### src/ocpPkg.sv
/*
  Shared widths, OCP encodings and the response payload for the OCP master.
  Address is 32 bits and data is 32 bits, so one beat carries four byte lanes.
  Only IDLE, WR and RD are issued, and only INCR and STRM bursts are sequenced.
  Burst length must be nonzero. The counter width limits a burst to 1023 beats.
*/
package ocpPkg;

  // Basic group widths
  localparam int AddrWidth     = 32;
  localparam int DataWidth     = 32;
  localparam int ByteEnWidth   = DataWidth / 8;
  localparam int BurstWidth    = 10;
  // Default response buffer depth
  localparam int RespFifoDepth = 4;

  typedef logic [AddrWidth-1:0]   addrT;
  typedef logic [DataWidth-1:0]   dataT;
  typedef logic [ByteEnWidth-1:0] byteEnT;
  typedef logic [BurstWidth-1:0]  burstLenT;

  // MCmd codes
  typedef enum logic [2:0] {
    CmdIdle = 3'b000,
    CmdWr   = 3'b001,
    CmdRd   = 3'b010,
    CmdRdex = 3'b011,
    CmdRdl  = 3'b100,
    CmdWrnp = 3'b101,
    CmdWrc  = 3'b110,
    CmdBcst = 3'b111
  } ocpCmdT;

  // SResp codes
  typedef enum logic [1:0] {
    RespNull = 2'b00,
    RespDva  = 2'b01,
    RespFail = 2'b10,
    RespErr  = 2'b11
  } ocpRespT;

  // MBurstSeq codes
  typedef enum logic [2:0] {
    SeqIncr  = 3'b000,
    SeqDflt1 = 3'b001,
    SeqWrap  = 3'b010,
    SeqDflt2 = 3'b011,
    SeqXor   = 3'b100,
    SeqStrm  = 3'b101,
    SeqUnkn  = 3'b110,
    SeqBlck  = 3'b111
  } burstSeqT;

  // One captured read response, as queued for the stream
  typedef struct packed {
    dataT data;
    logic fail;
    logic last;
  } respBeatT;

endpackage
### src/ocpMaster.sv
/*
  OCP read/write master with an AXI-Stream read data output.
  Writes are posted and produce no stream traffic.
  Response to streamValid latency is two cycles or more, varies with
  back-pressure. A full response FIFO drops MRespAccept.
*/
`timescale 1ns/1ps

module ocpMaster (
  input  logic             Clk,
  input  logic             reset,
  // Bridge side
  input  logic             readRequest,
  input  logic             writeRequest,
  input  ocpPkg::addrT     address,
  input  ocpPkg::burstLenT burstLength,
  input  ocpPkg::burstSeqT burstSeq,
  input  ocpPkg::byteEnT   byteEnables,
  input  ocpPkg::dataT     writeData,
  output logic             busy,
  output logic             writeDataAccept,
  // OCP request group
  output ocpPkg::ocpCmdT   MCmd,
  output ocpPkg::addrT     MAddr,
  output ocpPkg::dataT     MData,
  output ocpPkg::byteEnT   MByteEn,
  output ocpPkg::burstLenT MBurstLength,
  output ocpPkg::burstSeqT MBurstSeq,
  output logic             MReqLast,
  input  logic             SCmdAccept,
  // OCP response group
  input  ocpPkg::ocpRespT  SResp,
  input  ocpPkg::dataT     SData,
  input  logic             SRespLast,
  output logic             MRespAccept,
  // AXI-Stream output
  output logic             streamValid,
  input  logic             streamReady,
  output ocpPkg::dataT     streamData,
  output ocpPkg::byteEnT   streamKeep,
  output logic             streamLast,
  // Sticky ERR indication
  output logic             respError
);
  import ocpPkg::*;

  // Capture to FIFO
  logic     push;
  respBeatT pushData;
  logic     full;
  // FIFO to stream stage
  logic     pop;
  respBeatT popData;
  logic     empty;

  ocpRequestFsm i_ocpRequestFsm (
    .Clk             (Clk),
    .reset           (reset),
    .readRequest     (readRequest),
    .writeRequest    (writeRequest),
    .address         (address),
    .burstLength     (burstLength),
    .burstSeq        (burstSeq),
    .byteEnables     (byteEnables),
    .writeData       (writeData),
    .busy            (busy),
    .writeDataAccept (writeDataAccept),
    .MCmd            (MCmd),
    .MAddr           (MAddr),
    .MData           (MData),
    .MByteEn         (MByteEn),
    .MBurstLength    (MBurstLength),
    .MBurstSeq       (MBurstSeq),
    .MReqLast        (MReqLast),
    .SCmdAccept      (SCmdAccept)
  );

  ocpRespCapture i_ocpRespCapture (
    .Clk         (Clk),
    .reset       (reset),
    .SResp       (SResp),
    .SData       (SData),
    .SRespLast   (SRespLast),
    .MRespAccept (MRespAccept),
    .full        (full),
    .push        (push),
    .pushData    (pushData),
    .respError   (respError)
  );

  // Response buffer
  respFifo #(
    .PayloadT (respBeatT),
    .Depth    (RespFifoDepth)
  ) i_respFifo (
    .Clk      (Clk),
    .reset    (reset),
    .push     (push),
    .pushData (pushData),
    .full     (full),
    .pop      (pop),
    .popData  (popData),
    .empty    (empty)
  );

  respStreamOut i_respStreamOut (
    .Clk         (Clk),
    .reset       (reset),
    .empty       (empty),
    .popData     (popData),
    .pop         (pop),
    .streamValid (streamValid),
    .streamReady (streamReady),
    .streamData  (streamData),
    .streamKeep  (streamKeep),
    .streamLast  (streamLast)
  );

endmodule

### src/respStreamOut.sv
/*
  One-beat AXI-Stream output register fed from the response FIFO.
  Refills from the FIFO when empty or when the held beat transfers.
  tkeep is all ones for a DVA beat and all zeros for a FAIL beat.
*/
`timescale 1ns/1ps

module respStreamOut (
  input  logic             Clk,
  input  logic             reset,
  // FIFO read side
  input  logic             empty,
  input  ocpPkg::respBeatT popData,
  output logic             pop,
  // AXI-Stream master
  output logic             streamValid,
  input  logic             streamReady,
  output ocpPkg::dataT     streamData,
  output ocpPkg::byteEnT   streamKeep,
  output logic             streamLast
);
  import ocpPkg::*;

  // Holding register free now or after this transfer
  assign pop = !empty && (!streamValid || streamReady);

  always_ff @(posedge Clk) begin
    if (reset) begin
      streamValid <= 1'b0;
    end else if (pop) begin
      streamValid <= 1'b1;
    end else if (streamReady) begin
      streamValid <= 1'b0;
    end
  end

  // Beat payload
  always_ff @(posedge Clk) begin
    if (pop) begin
      streamData <= popData.data;
      streamKeep <= popData.fail ? '0 : '1;
      streamLast <= popData.last;
    end
  end

  // FIFO head waits unchanged while the output stalls
  assert property (@(posedge Clk) disable iff (reset)
    (!empty && !pop) |=> $stable(popData))
    else $error("FIFO head changed before it was popped");

endmodule

### src/ocpRespCapture.sv
/*
  Captures OCP read responses into the response FIFO.
  DVA and FAIL responses are queued with FAIL flagged in the payload.
  ERR responses are accepted and dropped and set a sticky error flag.
  MRespAccept follows the FIFO full flag, so the slave must hold its
  response while MRespAccept is low.
*/
`timescale 1ns/1ps

module ocpRespCapture (
  input  logic             Clk,
  input  logic             reset,
  // OCP response group
  input  ocpPkg::ocpRespT  SResp,
  input  ocpPkg::dataT     SData,
  input  logic             SRespLast,
  output logic             MRespAccept,
  // FIFO write side
  input  logic             full,
  output logic             push,
  output ocpPkg::respBeatT pushData,
  output logic             respError
);
  import ocpPkg::*;

  logic respTaken;

  // Room in the buffer means the response is taken
  assign MRespAccept = !full;
  assign respTaken   = (SResp != RespNull) && MRespAccept;

  // Only data-carrying responses go to the stream
  assign push = respTaken && ((SResp == RespDva) || (SResp == RespFail));

  assign pushData.data = SData;
  assign pushData.fail = (SResp == RespFail);
  assign pushData.last = SRespLast;

  // Sticky until reset
  always_ff @(posedge Clk) begin
    if (reset) begin
      respError <= 1'b0;
    end else if (respTaken && (SResp == RespErr)) begin
      respError <= 1'b1;
    end
  end

  // Slave holds a response that the master has not taken
  assert property (@(posedge Clk) disable iff (reset)
    ((SResp != RespNull) && !MRespAccept) |=> ($stable(SResp) && $stable(SData)
      && $stable(SRespLast)))
    else $error("OCP response changed before MRespAccept");

endmodule

### src/ocpRequestFsm.sv
/*
  OCP request sequencer for single-beat and burst WR/RD commands.
  Requests are sampled only while busy is low. Read wins over write.
  MData follows writeData combinationally during a write burst, so the
  bridge must hold writeData until writeDataAccept and then show the next beat.
  Any burst sequence other than INCR keeps MAddr fixed, as for STRM.
*/
`timescale 1ns/1ps

module ocpRequestFsm (
  input  logic             Clk,
  input  logic             reset,
  // Bridge side
  input  logic             readRequest,
  input  logic             writeRequest,
  input  ocpPkg::addrT     address,
  input  ocpPkg::burstLenT burstLength,
  input  ocpPkg::burstSeqT burstSeq,
  input  ocpPkg::byteEnT   byteEnables,
  input  ocpPkg::dataT     writeData,
  output logic             busy,
  output logic             writeDataAccept,
  // OCP request group
  output ocpPkg::ocpCmdT   MCmd,
  output ocpPkg::addrT     MAddr,
  output ocpPkg::dataT     MData,
  output ocpPkg::byteEnT   MByteEn,
  output ocpPkg::burstLenT MBurstLength,
  output ocpPkg::burstSeqT MBurstSeq,
  output logic             MReqLast,
  input  logic             SCmdAccept
);
  import ocpPkg::*;

  typedef enum logic [1:0] {
    StIdle,
    StWrite,
    StRead
  } stateT;

  stateT    state;
  // Beats already accepted in this burst
  burstLenT beatCount;
  logic     startRead;
  logic     startWrite;
  logic     beatAccept;
  logic     lastBeat;

  // Read has priority when both strobes are up
  assign startRead  = (state == StIdle) && readRequest;
  assign startWrite = (state == StIdle) && writeRequest && !readRequest;

  // Beat ends on the edge that samples SCmdAccept
  assign beatAccept = (state != StIdle) && SCmdAccept;
  assign lastBeat   = (beatCount == MBurstLength - 1'b1);

  always_ff @(posedge Clk) begin
    if (reset) begin
      state     <= StIdle;
      beatCount <= '0;
    end else begin
      case (state)
        StIdle: begin
          beatCount <= '0;
          if (startRead) begin
            state <= StRead;
          end else if (startWrite) begin
            state <= StWrite;
          end
        end
        StWrite, StRead: begin
          if (beatAccept) begin
            if (lastBeat) begin
              // Back to idle, new request may be sampled next cycle
              state     <= StIdle;
              beatCount <= '0;
            end else begin
              beatCount <= beatCount + 1'b1;
            end
          end
        end
        default: begin
          state <= StIdle;
        end
      endcase
    end
  end

  // Burst attributes latched at start
  always_ff @(posedge Clk) begin
    if (startRead || startWrite) begin
      MAddr        <= address;
      MByteEn      <= byteEnables;
      MBurstLength <= burstLength;
      MBurstSeq    <= burstSeq;
    end else if (beatAccept && !lastBeat && (MBurstSeq == SeqIncr)) begin
      // INCR steps one beat worth of bytes
      MAddr <= MAddr + AddrWidth'(ByteEnWidth);
    end
  end

  always_comb begin
    case (state)
      StWrite: MCmd = CmdWr;
      StRead:  MCmd = CmdRd;
      default: MCmd = CmdIdle;
    endcase
  end

  // Write data rides with the command
  assign MData           = (state == StWrite) ? writeData : '0;
  assign MReqLast        = (state != StIdle) && lastBeat;
  assign busy            = (state != StIdle);
  assign writeDataAccept = (state == StWrite) && SCmdAccept;

  // Request fields, write data from the bridge included, hold until accepted
  assert property (@(posedge Clk) disable iff (reset)
    (busy && !SCmdAccept) |=> ($stable(MCmd) && $stable(MAddr) && $stable(MData)
      && $stable(MByteEn) && $stable(MReqLast)))
    else $error("OCP request fields changed before SCmdAccept");

  // Zero-length bursts never reach the sequencer
  assert property (@(posedge Clk) disable iff (reset)
    (!busy && (readRequest || writeRequest)) |-> (burstLength != '0))
    else $error("Burst request with zero length");

endmodule

### src/respFifo.sv
/*
  Synchronous FIFO with a type-parameter payload.
  popData shows the head entry with no read latency whenever empty is low.
  Push while full is taken only together with a pop in the same cycle.
  Depth must be at least 2.
*/
`timescale 1ns/1ps

module respFifo #(
  parameter type PayloadT = logic,
  parameter int  Depth    = 4
) (
  input  logic    Clk,
  input  logic    reset,
  // Write side
  input  logic    push,
  input  PayloadT pushData,
  output logic    full,
  // Read side
  input  logic    pop,
  output PayloadT popData,
  output logic    empty
);

  PayloadT                     mem [Depth];
  logic [$clog2(Depth)-1:0]    wrPtr;
  logic [$clog2(Depth)-1:0]    rdPtr;
  // Entries currently held
  logic [$clog2(Depth+1)-1:0]  count;
  logic                        doPush;
  logic                        doPop;

  assign full  = (count == ($bits(count))'(Depth));
  assign empty = (count == '0);

  // Full FIFO still takes a push when the head leaves this cycle
  assign doPop  = pop && !empty;
  assign doPush = push && (!full || doPop);

  assign popData = mem[rdPtr];

  // Entry storage
  always_ff @(posedge Clk) begin
    if (doPush) begin
      mem[wrPtr] <= pushData;
    end
  end

  always_ff @(posedge Clk) begin
    if (reset) begin
      wrPtr <= '0;
      rdPtr <= '0;
      count <= '0;
    end else begin
      if (doPush) begin
        // Wrap for non power of two depths
        wrPtr <= (wrPtr == ($bits(wrPtr))'(Depth - 1)) ? '0 : wrPtr + 1'b1;
      end
      if (doPop) begin
        rdPtr <= (rdPtr == ($bits(rdPtr))'(Depth - 1)) ? '0 : rdPtr + 1'b1;
      end
      case ({doPush, doPop})
        2'b10:   count <= count + 1'b1;
        2'b01:   count <= count - 1'b1;
        default: count <= count;
      endcase
    end
  end

  assert property (@(posedge Clk) disable iff (reset)
    pop |-> !empty)
    else $error("Pop from an empty FIFO");

  assert property (@(posedge Clk) disable iff (reset)
    (push && full) |-> pop)
    else $error("Push into a full FIFO without a pop");

endmodule

### config.mk
export PLATFORM = sky130hd
export DESIGN_NAME = ocpMaster
export DESIGN_NICKNAME = d
export VERILOG_FILES = /design/src/ocpPkg.sv /design/src/ocpMaster.sv /design/src/respStreamOut.sv /design/src/ocpRespCapture.sv /design/src/ocpRequestFsm.sv /design/src/respFifo.sv
export SDC_FILE = /design/constraint.sdc
export NUM_CORES = 1
export LEC_CHECK = 0
export CAP_MARGIN = 20
export CELL_PAD_IN_SITES_DETAIL_PLACEMENT = 2
export CELL_PAD_IN_SITES_GLOBAL_PLACEMENT = 2
export CORE_UTILIZATION = 47
export CTS_CLUSTER_SIZE = 20
export DETAILED_ROUTE_END_ITERATION = 7
export DONT_BUFFER_PORTS = 1
export PLACE_DENSITY_LB_ADDON = 0.1
export SETUP_SLACK_MARGIN = 0.15
export SLEW_MARGIN = 15
export SYNTH_ARGS = -nofsm -noshare
export SYNTH_HDL_FRONTEND = slang
export SYNTH_SLANG_ARGS = --single-unit
### constraint.sdc
create_clock -name Clk -period 8.5 [get_ports Clk]
set_clock_uncertainty 0.05 [all_clocks]
set_input_delay 0.425 -clock Clk [delete_from_list [all_inputs] [get_ports Clk]]
set_output_delay 0.425 -clock Clk [all_outputs]
set_load 0.005 [all_outputs]
==> key figures, run 1 <==
Synth
  – Post-synthesis cell count: approximately 640
  – Post-synth top area share: 0.659
  – Post-Syn Area: 9990 um^2
  – Top cells by area, synth: edfxtp_1 (66%), mux4_2 (7.7%), dfxtp_1 (4.6%), xor2_1 (2.7%), and2_1 (2.3%)
  – Synth Register Bits: between 200 and 250
  – Avg Inst Size Synth: 15.7 um^2
  – Warnings from Yosys: 0
  – Syn nets: a little under 800
  – Area leader, netlist: edfxtp_1
  – Register area share after synthesis: 0.705
  – Yosys cell types: 46

Floorplan
  – Die H: ~150 um
  – Num rows: 52
  – Initial Util: 0.486
  – Ports: approximately 250
  – Die X-Extent: around 150 um

Outcome
  – Stop stage: 3_5_place_dp
  – Status: stopped before the end
  – Run Error: [ERROR DPL-0033] detailed placement checks failed during check placement.

Placed design
  – Hpwl dp: roughly 18000 um
  – Routability-driven placement congestion ratio: 0.809
  – PortBufs: 0
## kinds of logic after synthesis
logic type	count (synthesis)	share of synthesized area
AOI/OAI and AO/OA	57	0.0321
xor gates and xnor gates	48	0.0421
adders and majority gates	17	0.0221
buffers and inverters	48	0.0195
DFF	242	0.705
muxes	36	0.0787
other	1	0.000376
and+or+nand+nor	188	0.100
## metrics by stage
stage                   instance area, um^2  worst slack (ns)  std cells  hold WS, ns
after global placement                10300              5.53        882        0.424
after floorplan                        9990              4.11        637        0.410
## cells in the mapped netlist, drive strengths merged
library cell / n
a211oi: 3
a21o: 1
a21oi: 16
a221o: 1
a22oi: 1
a311o: 1
and2: 37
and3: 10
and4: 3
buf: 9
clkbuf: 20
clkinv: 1
conb: 1
dfxtp: 23
edfxtp: 219
fa: 1
ha: 16
inv: 18
mux2i: 2
mux4: 34
nand2: 50
nand2b: 2
nand3: 17
nand3b: 3
nand4: 9
nor2: 26
nor2b: 3
nor3: 7
nor3b: 4
nor4: 11
nor4b: 2
o21ai: 29
o21bai: 1
o22ai: 1
o311ai: 1
o31ai: 2
or2: 1
or3: 1
or4: 2
xnor2: 17
xor2: 31
==> run 2: changes to the inputs <==
--- a/config.mk
+++ b/config.mk
@@ -6,14 +6,10 @@
 export NUM_CORES = 1
 export LEC_CHECK = 0
 export CAP_MARGIN = 20
-export CELL_PAD_IN_SITES_DETAIL_PLACEMENT = 2
-export CELL_PAD_IN_SITES_GLOBAL_PLACEMENT = 2
-export CORE_UTILIZATION = 47
-export CTS_CLUSTER_SIZE = 20
+export CORE_UTILIZATION = 38
 export DETAILED_ROUTE_END_ITERATION = 7
 export DONT_BUFFER_PORTS = 1
-export PLACE_DENSITY_LB_ADDON = 0.1
-export SETUP_SLACK_MARGIN = 0.15
+export PLACE_DENSITY_LB_ADDON = 0.15
 export SLEW_MARGIN = 15
 export SYNTH_ARGS = -nofsm -noshare
 export SYNTH_HDL_FRONTEND = slang
==> run 2 against run 1 <==
- the run now ends clean
- synthesized area unchanged
- synthesized cell count unchanged
==> key figures, run 2 <==
Outcome
  – Status: completed

Clocking
  – Num Clock Sinks: ~240
  – TritonCTS Buffers: 27
  – Root Driver: clkbuf_16
  – CTS tree: built
  – CTS Buffer Depth: 3
  – Clk slew on worst S/H paths: 0.06 ns
  – Skew-Pair Late Insertion Delay: roughly 0.54 ns
  – H-tree levels: 1

Synth
  – Area leader, netlist: edfxtp_1
  – Post-synth top cells: edfxtp_1 (219), nand2_1 (50), and2_1 (36)
  – Async S/R FF share, synth: 0
  – Register area share after synthesis: 0.705
  – Yosys cell types: 46
  – Most common cell in the netlist: edfxtp_1
  – Top cells by area, synth: edfxtp_1 (66%), mux4_2 (7.7%), dfxtp_1 (4.6%), xor2_1 (2.7%), and2_1 (2.3%)
  – Post-synth EDFFs: 219
  – Main synth FF type: edfxtp_1
  – Post-synth top area share: 0.659
  – Post-synthesis cell count: roughly 640
  – Warnings from Yosys: 0
  – Avg Inst Size Synth: between 15 and 20 um^2
  – Synth Register Bits: between 200 and 250
  – Syn nets: a little under 800
  – Post-Syn Area: ~10000 um^2

STA
  – Max-slew headroom: 0.310
  – Worst-margin pin slew: between 1 and 1.5 ns
  – RSZ-0062 raised after global routing: false
  – Setup TNS: 0 ns
  – Slew Limit Fails: 0
  – Fmax: between 0.2 and 0.3 GHz
  – Hold_ws: 0.0290 ns
  – Final hold viol count: 0
  – Minimum clock period: around 3.5 ns
  – Final setup violation count: 0
  – Tcrit/Tclk final: 0.417

Worst hold path
  – Min-delay src: address[23]
  – Hold Path Class: primary input to register

Placed design
  – Routability-driven placement congestion ratio: 0.758
  – PortBufs: 0
  – Hpwl dp: ~13000 um

Worst setup path
  – Crit. End Element: output port
  – R2R depth: 9
  – Crit Path Class: register to output port
  – Worst r2r src: i_ocpRequestFsm.MBurstLength[0]
  – Worst endpoint required time: roughly 8.0 ns
  – Worst EP arrival: 3.07 ns
  – Max FO, Critical Path: 6
  – CP Capture Point: MReqLast
  – CP Launch Point: i_ocpRequestFsm.MBurstLength[0]
  – Reg-to-reg endpoint: i_ocpRequestFsm.MAddr[19]
  – CP Launch Type: register
  – R2R setup slack: 5.51 ns

Floorplan
  – Die X-Extent: 164 um
  – Die ar.: approximately 27000 um^2
  – Core ar.: approximately 25000 um^2
  – Ports: 249
  – Num rows: just under 60
  – Initial Util: 0.392
  – Die H: between 150 and 200 um

GRT
  – Global-route wire length before repair: 31300 um
  – Initial antenna violation count: 2
  – Global route overflow: 0
  – Vias in the first global route: approximately 5700
  – Gr usage total: 0.151
  – Largest net degree at the start of global routing: between 70 and 80

Power
  – Worst IR Drop VDD: approximately 170 uV
  – P per Cell Area: about 310 nW/um^2
  – Static Leakage: between 3 and 4 nW

Finish
  – Most frequent cells in the layout: edfxtp_1 (219), dlygate4sd3_1 (51), nand2_1 (50)
  – Layout cells sized above 1: 0.126
  – Largest regs: i_respFifo.mem x136, i_ocpRequestFsm.MAddr x32, i_respStreamOut.streamData x32
  – Area delta synth->final: 17.7%
  – Max reg flops: 136
  – Commonest non-fill, non-tap cell in the layout: edfxtp_1
  – Fin util: 0.461
  – Top reg by flops: i_respFifo.mem
  – Final nets: approximately 830

Routing
  – Final ANT Viol Nets: 0
  – Drt first pass iters: 4
  – Drt wl/cell: just under 20 um
  – Total Routed Length: ~21000 um
  – DRC viols: 0
  – Vias per inst: slightly above 5
  – Initial DRC count: around 270
  – Total vias in the final route: about 5400

Run
  – Max_cap viols: 0
[run 2: cell counts after synthesis]
Identical to the previous run, type by type.
[run 2: layout make-up]
cell class / count / area (um^2)
Antenna cell: 2 / 5.00
Clock buffer: 35 / 726
Clock inverter: 15 / 160
Fill cell: 2202 / 13700
Inverter: 19 / 71.3
Multi-Input combinational cell: 347 / 2770
Sequential cell: 242 / 7040
Tap cell: 330 / 413
Timing Repair Buffer: 56 / 561
[run 2: what timing repair did]
item,in CTS,in global routing
gates resized for setup,0,0
setup buffers,0,0
endpoints found under the hold margin,170,0
hold buffers,51,0
[run 2: layer usage]
layer  wire length (um)  vias to the layer above  track usage
li1                   -                     2511            -
met1               8120                     2670        0.183
met2              10100                      198        0.253
met3               1910                       29       0.0540
met4                449                        0       0.0434
met5                  0                        -            0
[run 2: logic make-up after synthesis]
group,after synthesis,share of synthesized area
other,1,0.000376
muxes,36,0.0787
and+or+nand+nor,188,0.100
xor gates and xnor gates,48,0.0421
DFF,242,0.705
buffers and inverters,48,0.0195
adders and majority gates,17,0.0221
AOI/OAI and AO/OA,57,0.0321
[run 2: worst min-delay path by stage]
stage	endpoint	cells after the start
global placement	i_respFifo.wrPtr[1]	2
floorplan	i_ocpRespCapture.respError	2
global route	i_ocpRequestFsm.MAddr[13]	2
finish	i_ocpRequestFsm.MAddr[23]	2
CTS	i_ocpRequestFsm.MAddr[3]	2
detailed placement	i_ocpRespCapture.respError	2
[run 2: per-stage QoR]
step / cell area (um^2) / setup slack [ns] / power (mW) / std cells
floorplan: 9990 / 4.11 / 2.34 / 637
global placement: 10300 / 5.57 / 2.53 / 942
detailed placement: 10300 / 5.53 / 2.55 / 942
CTS: 11700 / 4.94 / 3.75 / 1043
global route: 11700 / 4.74 / 3.89 / 1045
finish: 11700 / 4.96 / 3.69 / 1046
[run 2: report_power, final]
part | leakage (nW) | internal, mW | total (mW) | switching (mW)
Combinational | 1.21 | 0.297 | 0.669 | 0.372
Clock | 0.432 | 0.693 | 1.15 | 0.457
Sequential | 2.24 | 1.64 | 1.87 | 0.230
Total | 3.88 | 2.63 | 3.69 | 1.06
[run 2: critical path, cell delays in order (launching register included)]
cell and delay [ns]:
edfxtp_1 0.47, inv_1 0.09, ha_1 0.22, nor3b_1 0.43, nand2_1 0.14, o311ai_0 0.36, nor2_1 0.16, nor3b_2 0.43
and2_1 0.23
Note: power is estimated with default switching activity, not from simulation.
==> run 3: changes to the inputs <==
--- a/config.mk
+++ b/config.mk
@@ -5,6 +5,7 @@
 export SDC_FILE = /design/constraint.sdc
 export NUM_CORES = 1
 export LEC_CHECK = 0
+export ABC_AREA = 1
 export CAP_MARGIN = 20
 export CORE_UTILIZATION = 38
 export DETAILED_ROUTE_END_ITERATION = 7
==> constraint.sdc (replaced) <==
create_clock -name Clk -period 3.7 [get_ports Clk]
set_clock_uncertainty 0.05 [all_clocks]
set_input_delay 0.185 -clock Clk [delete_from_list [all_inputs] [get_ports Clk]]
set_output_delay 0.185 -clock Clk [all_outputs]
set_load 0.005 [all_outputs]
==> run 3 against run 2 <==
- synthesized cell count grew 48%
- first-iteration DRC count grew 79%
- power grew 140%
- synthesized area grew 4.8%
- critical path type is now register to register
- largest power group unchanged
- highest routed layer is now met5
==> key figures, run 3 <==
Outcome
  – Status: completed

STA
  – RSZ-0062 raised after global routing: false
  – Tcrit/Tclk final: 0.689
  – Minimum clock period: roughly 2.5 ns
  – Fmax: roughly 0.39 GHz
  – Worst-margin pin slew: around 1.0 ns
  – Max-slew headroom: 0.326
  – Final setup violation count: 0
  – Final hold viol count: 0
  – Setup WS post-layout: 1.15 ns
  – Slew Limit Fails: 0
  – Setup TNS: 0 ns

Clocking
  – Skew-Pair Late Insertion Delay: between 0.5 and 0.6 ns
  – Clk slew on worst S/H paths: about 0.06 ns
  – CTS Buffer Depth: 3
  – Root Driver: clkbuf_16
  – CTS tree: built
  – Num Clock Sinks: 242
  – Post-CTS setup buffers: 0
  – Resized cells post-CTS: 0
  – H-tree levels: 1
  – TritonCTS Buffers: 27

Synth
  – Yosys cell types: 43
  – Register area share after synthesis: 0.673
  – Post-synthesis cell count: around 940
  – Simple-Gate Fraction of Synth Area: 0.149
  – Avg Inst Size Synth: around 11 um^2
  – Synth Register Bits: approximately 240
  – Main synth FF type: edfxtp_1
  – Post-synth top cells: edfxtp_1 (219), nand2_1 (167), nor2_1 (120)
  – Async S/R FF share, synth: 0
  – Post-synth EDFFs: around 220
  – Post-synth top area share: 0.629
  – Largest family of logic cells by synthesized area: simple AND/OR/NAND/NOR gates
  – Syn nets: about 1100
  – Area leader, netlist: edfxtp_1
  – Top cells by area, synth: edfxtp_1 (63%), nand2_1 (6.0%), dfxtp_1 (4.4%), nor2_1 (4.3%), o21ai_0 (4.0%)
  – Most common cell in the netlist: edfxtp_1
  – Mux contribution to synthesized area: 0
  – Post-Syn Area: 10500 um^2
  – Synth Area in Adders: 0.0210
  – Warnings from Yosys: 0
  – Synth Area in Compound Gates: 0.0817
  – Xor-xnor portion of the synthesized cell area: 0.0260

GRT
  – Gr usage total: 0.162
  – Vias in the first global route: ~6700
  – Global route overflow: 0
  – Global-route wire length before repair: roughly 36000 um
  – Largest net degree at the start of global routing: 69
  – Initial antenna violation count: 2

Worst setup path
  – Crit Path Class: register to register
  – R2R setup slack: between 1 and 1.5 ns
  – Worst endpoint required time: 4.08 ns
  – R2R depth: 12
  – CP Launch Type: register
  – Crit. End Element: register
  – Worst EP arrival: between 2 and 3 ns
  – Max FO, Critical Path: 5

Routing
  – Drt first pass iters: 5
  – Initial DRC count: 487
  – Drt wl/cell: 16.3 um
  – Total vias in the final route: a little under 7000
  – Total Routed Length: between 20000 and 25000 um
  – Vias per inst: ~4.9
  – Final ANT Viol Nets: 0
  – DRC viols: 0

Floorplan
  – Core ar.: between 20000 and 30000 um^2
  – Die X-Extent: ~170 um
  – Die ar.: between 20000 and 30000 um^2
  – Ports: about 250
  – Initial Util: 0.388
  – Die H: ~170 um
  – Num rows: 60

Placed design
  – Routability-driven placement congestion ratio: ~0.77
  – PortBufs: 0
  – Hpwl dp: roughly 15000 um
  – Placed instance area: about 11000 um^2
  – Post-Place Worst Slack: around 1.1 ns

Finish
  – Max reg flops: 136
  – Largest regs: i_respFifo.mem x136, i_ocpRequestFsm.MAddr x32, i_respStreamOut.streamData x32
  – Design Area, Final: 12600 um^2
  – Area delta synth->final: 20.1%
  – Commonest non-fill, non-tap cell in the layout: edfxtp_1
  – Most frequent cells in the layout: edfxtp_1 (219), nand2_1 (167), nor2_1 (116)
  – Top reg by flops: i_respFifo.mem
  – Layout cells sized above 1: 0.0790
  – Final nets: ~1200

Run
  – Max_cap viols: 0

Worst hold path
  – Hold Path Class: primary input to register
  – Number of cells on the worst hold path: 5

Power
  – Worst IR Drop VDD: between 400 and 500 uV
  – Static Leakage: ~4.8 nW
  – P per Cell Area: ~720 nW/um^2
==> run 3: area by class of cell <==
type                    count  area (um^2)
fillers                  2411        14400
flip-flops and latches    242         7040
multi-input cells         565         2960
repair buffers             99          968
clock buffers              31          691
well taps                 341          427
inverters                  98          369
clock inverters            15          114
diodes                      1         2.50
==> run 3: repair_timing <==
item / in CTS / in global routing
hold endpoints to repair: 201 / 0
setup endpoints to repair: 0 / 0
hold buffers: 90 / 0
==> run 3: per-stage QoR <==
stage          hold WS [ns]  cells  power (mW)   util
2_1_floorplan         0.204    941        5.91      -
3_3_place_gp          0.207   1255        6.57  0.403
3_5_place_dp          0.209   1255        6.57  0.403
4_1_cts             0.00104   1391        9.15  0.466
5_1_grt              0.0624   1391        9.66  0.466
6_report             0.0256   1392        9.03  0.466
==> run 3: where the power goes <==
group,internal [mW],switching [mW]
sequential,3.86,0.516
clock,1.40,1.05
combinational,0.691,1.51
==> run 3: kinds of logic (layout without fill, tap and decap cells) <==
group,Yosys count,count (layout)
compound gates,154,154
xor+xnor,31,31
fa+ha+maj,17,17
buf+inv,134,243
flops,242,242
other cells,1,2
simple gates,362,362
==> run 3: layer usage <==
layer	routed length [um]	part of all wire	vias up	global-route usage
met5	13	0.00057	-	0
met4	517	0.023	2	0.0459
met3	1570	0.069	41	0.0470
met2	10400	0.46	190	0.261
met1	10200	0.45	3186	0.214
li1	-	-	3410	-
==> run 3: final timing paths <==
| kind | startpoint | end |
|---|---|---|
| max | i_ocpRequestFsm.MBurstLength[0] | i_ocpRequestFsm.state[1] |
| min | SResp[0] | i_ocpRespCapture.respError |
| max reg2reg | i_ocpRequestFsm.MBurstLength[0] | i_ocpRequestFsm.state[1] |
| min reg2reg | i_ocpRespCapture.respError | i_ocpRespCapture.respError |
==> run 3: worst max-delay path, cell delays in order (launching register included) <==
cell           delay, ns
edfxtp_1            0.43
inv_1               0.13
ha_1                0.26
nand2_1             0.12
nor2_1              0.15
nor2_1              0.05
nor2_1              0.11
nand3_1             0.13
o21bai_2            0.19
nand3_1             0.13
nand2_1             0.08
a21oi_1             0.05
dlygate4sd3_1       0.56
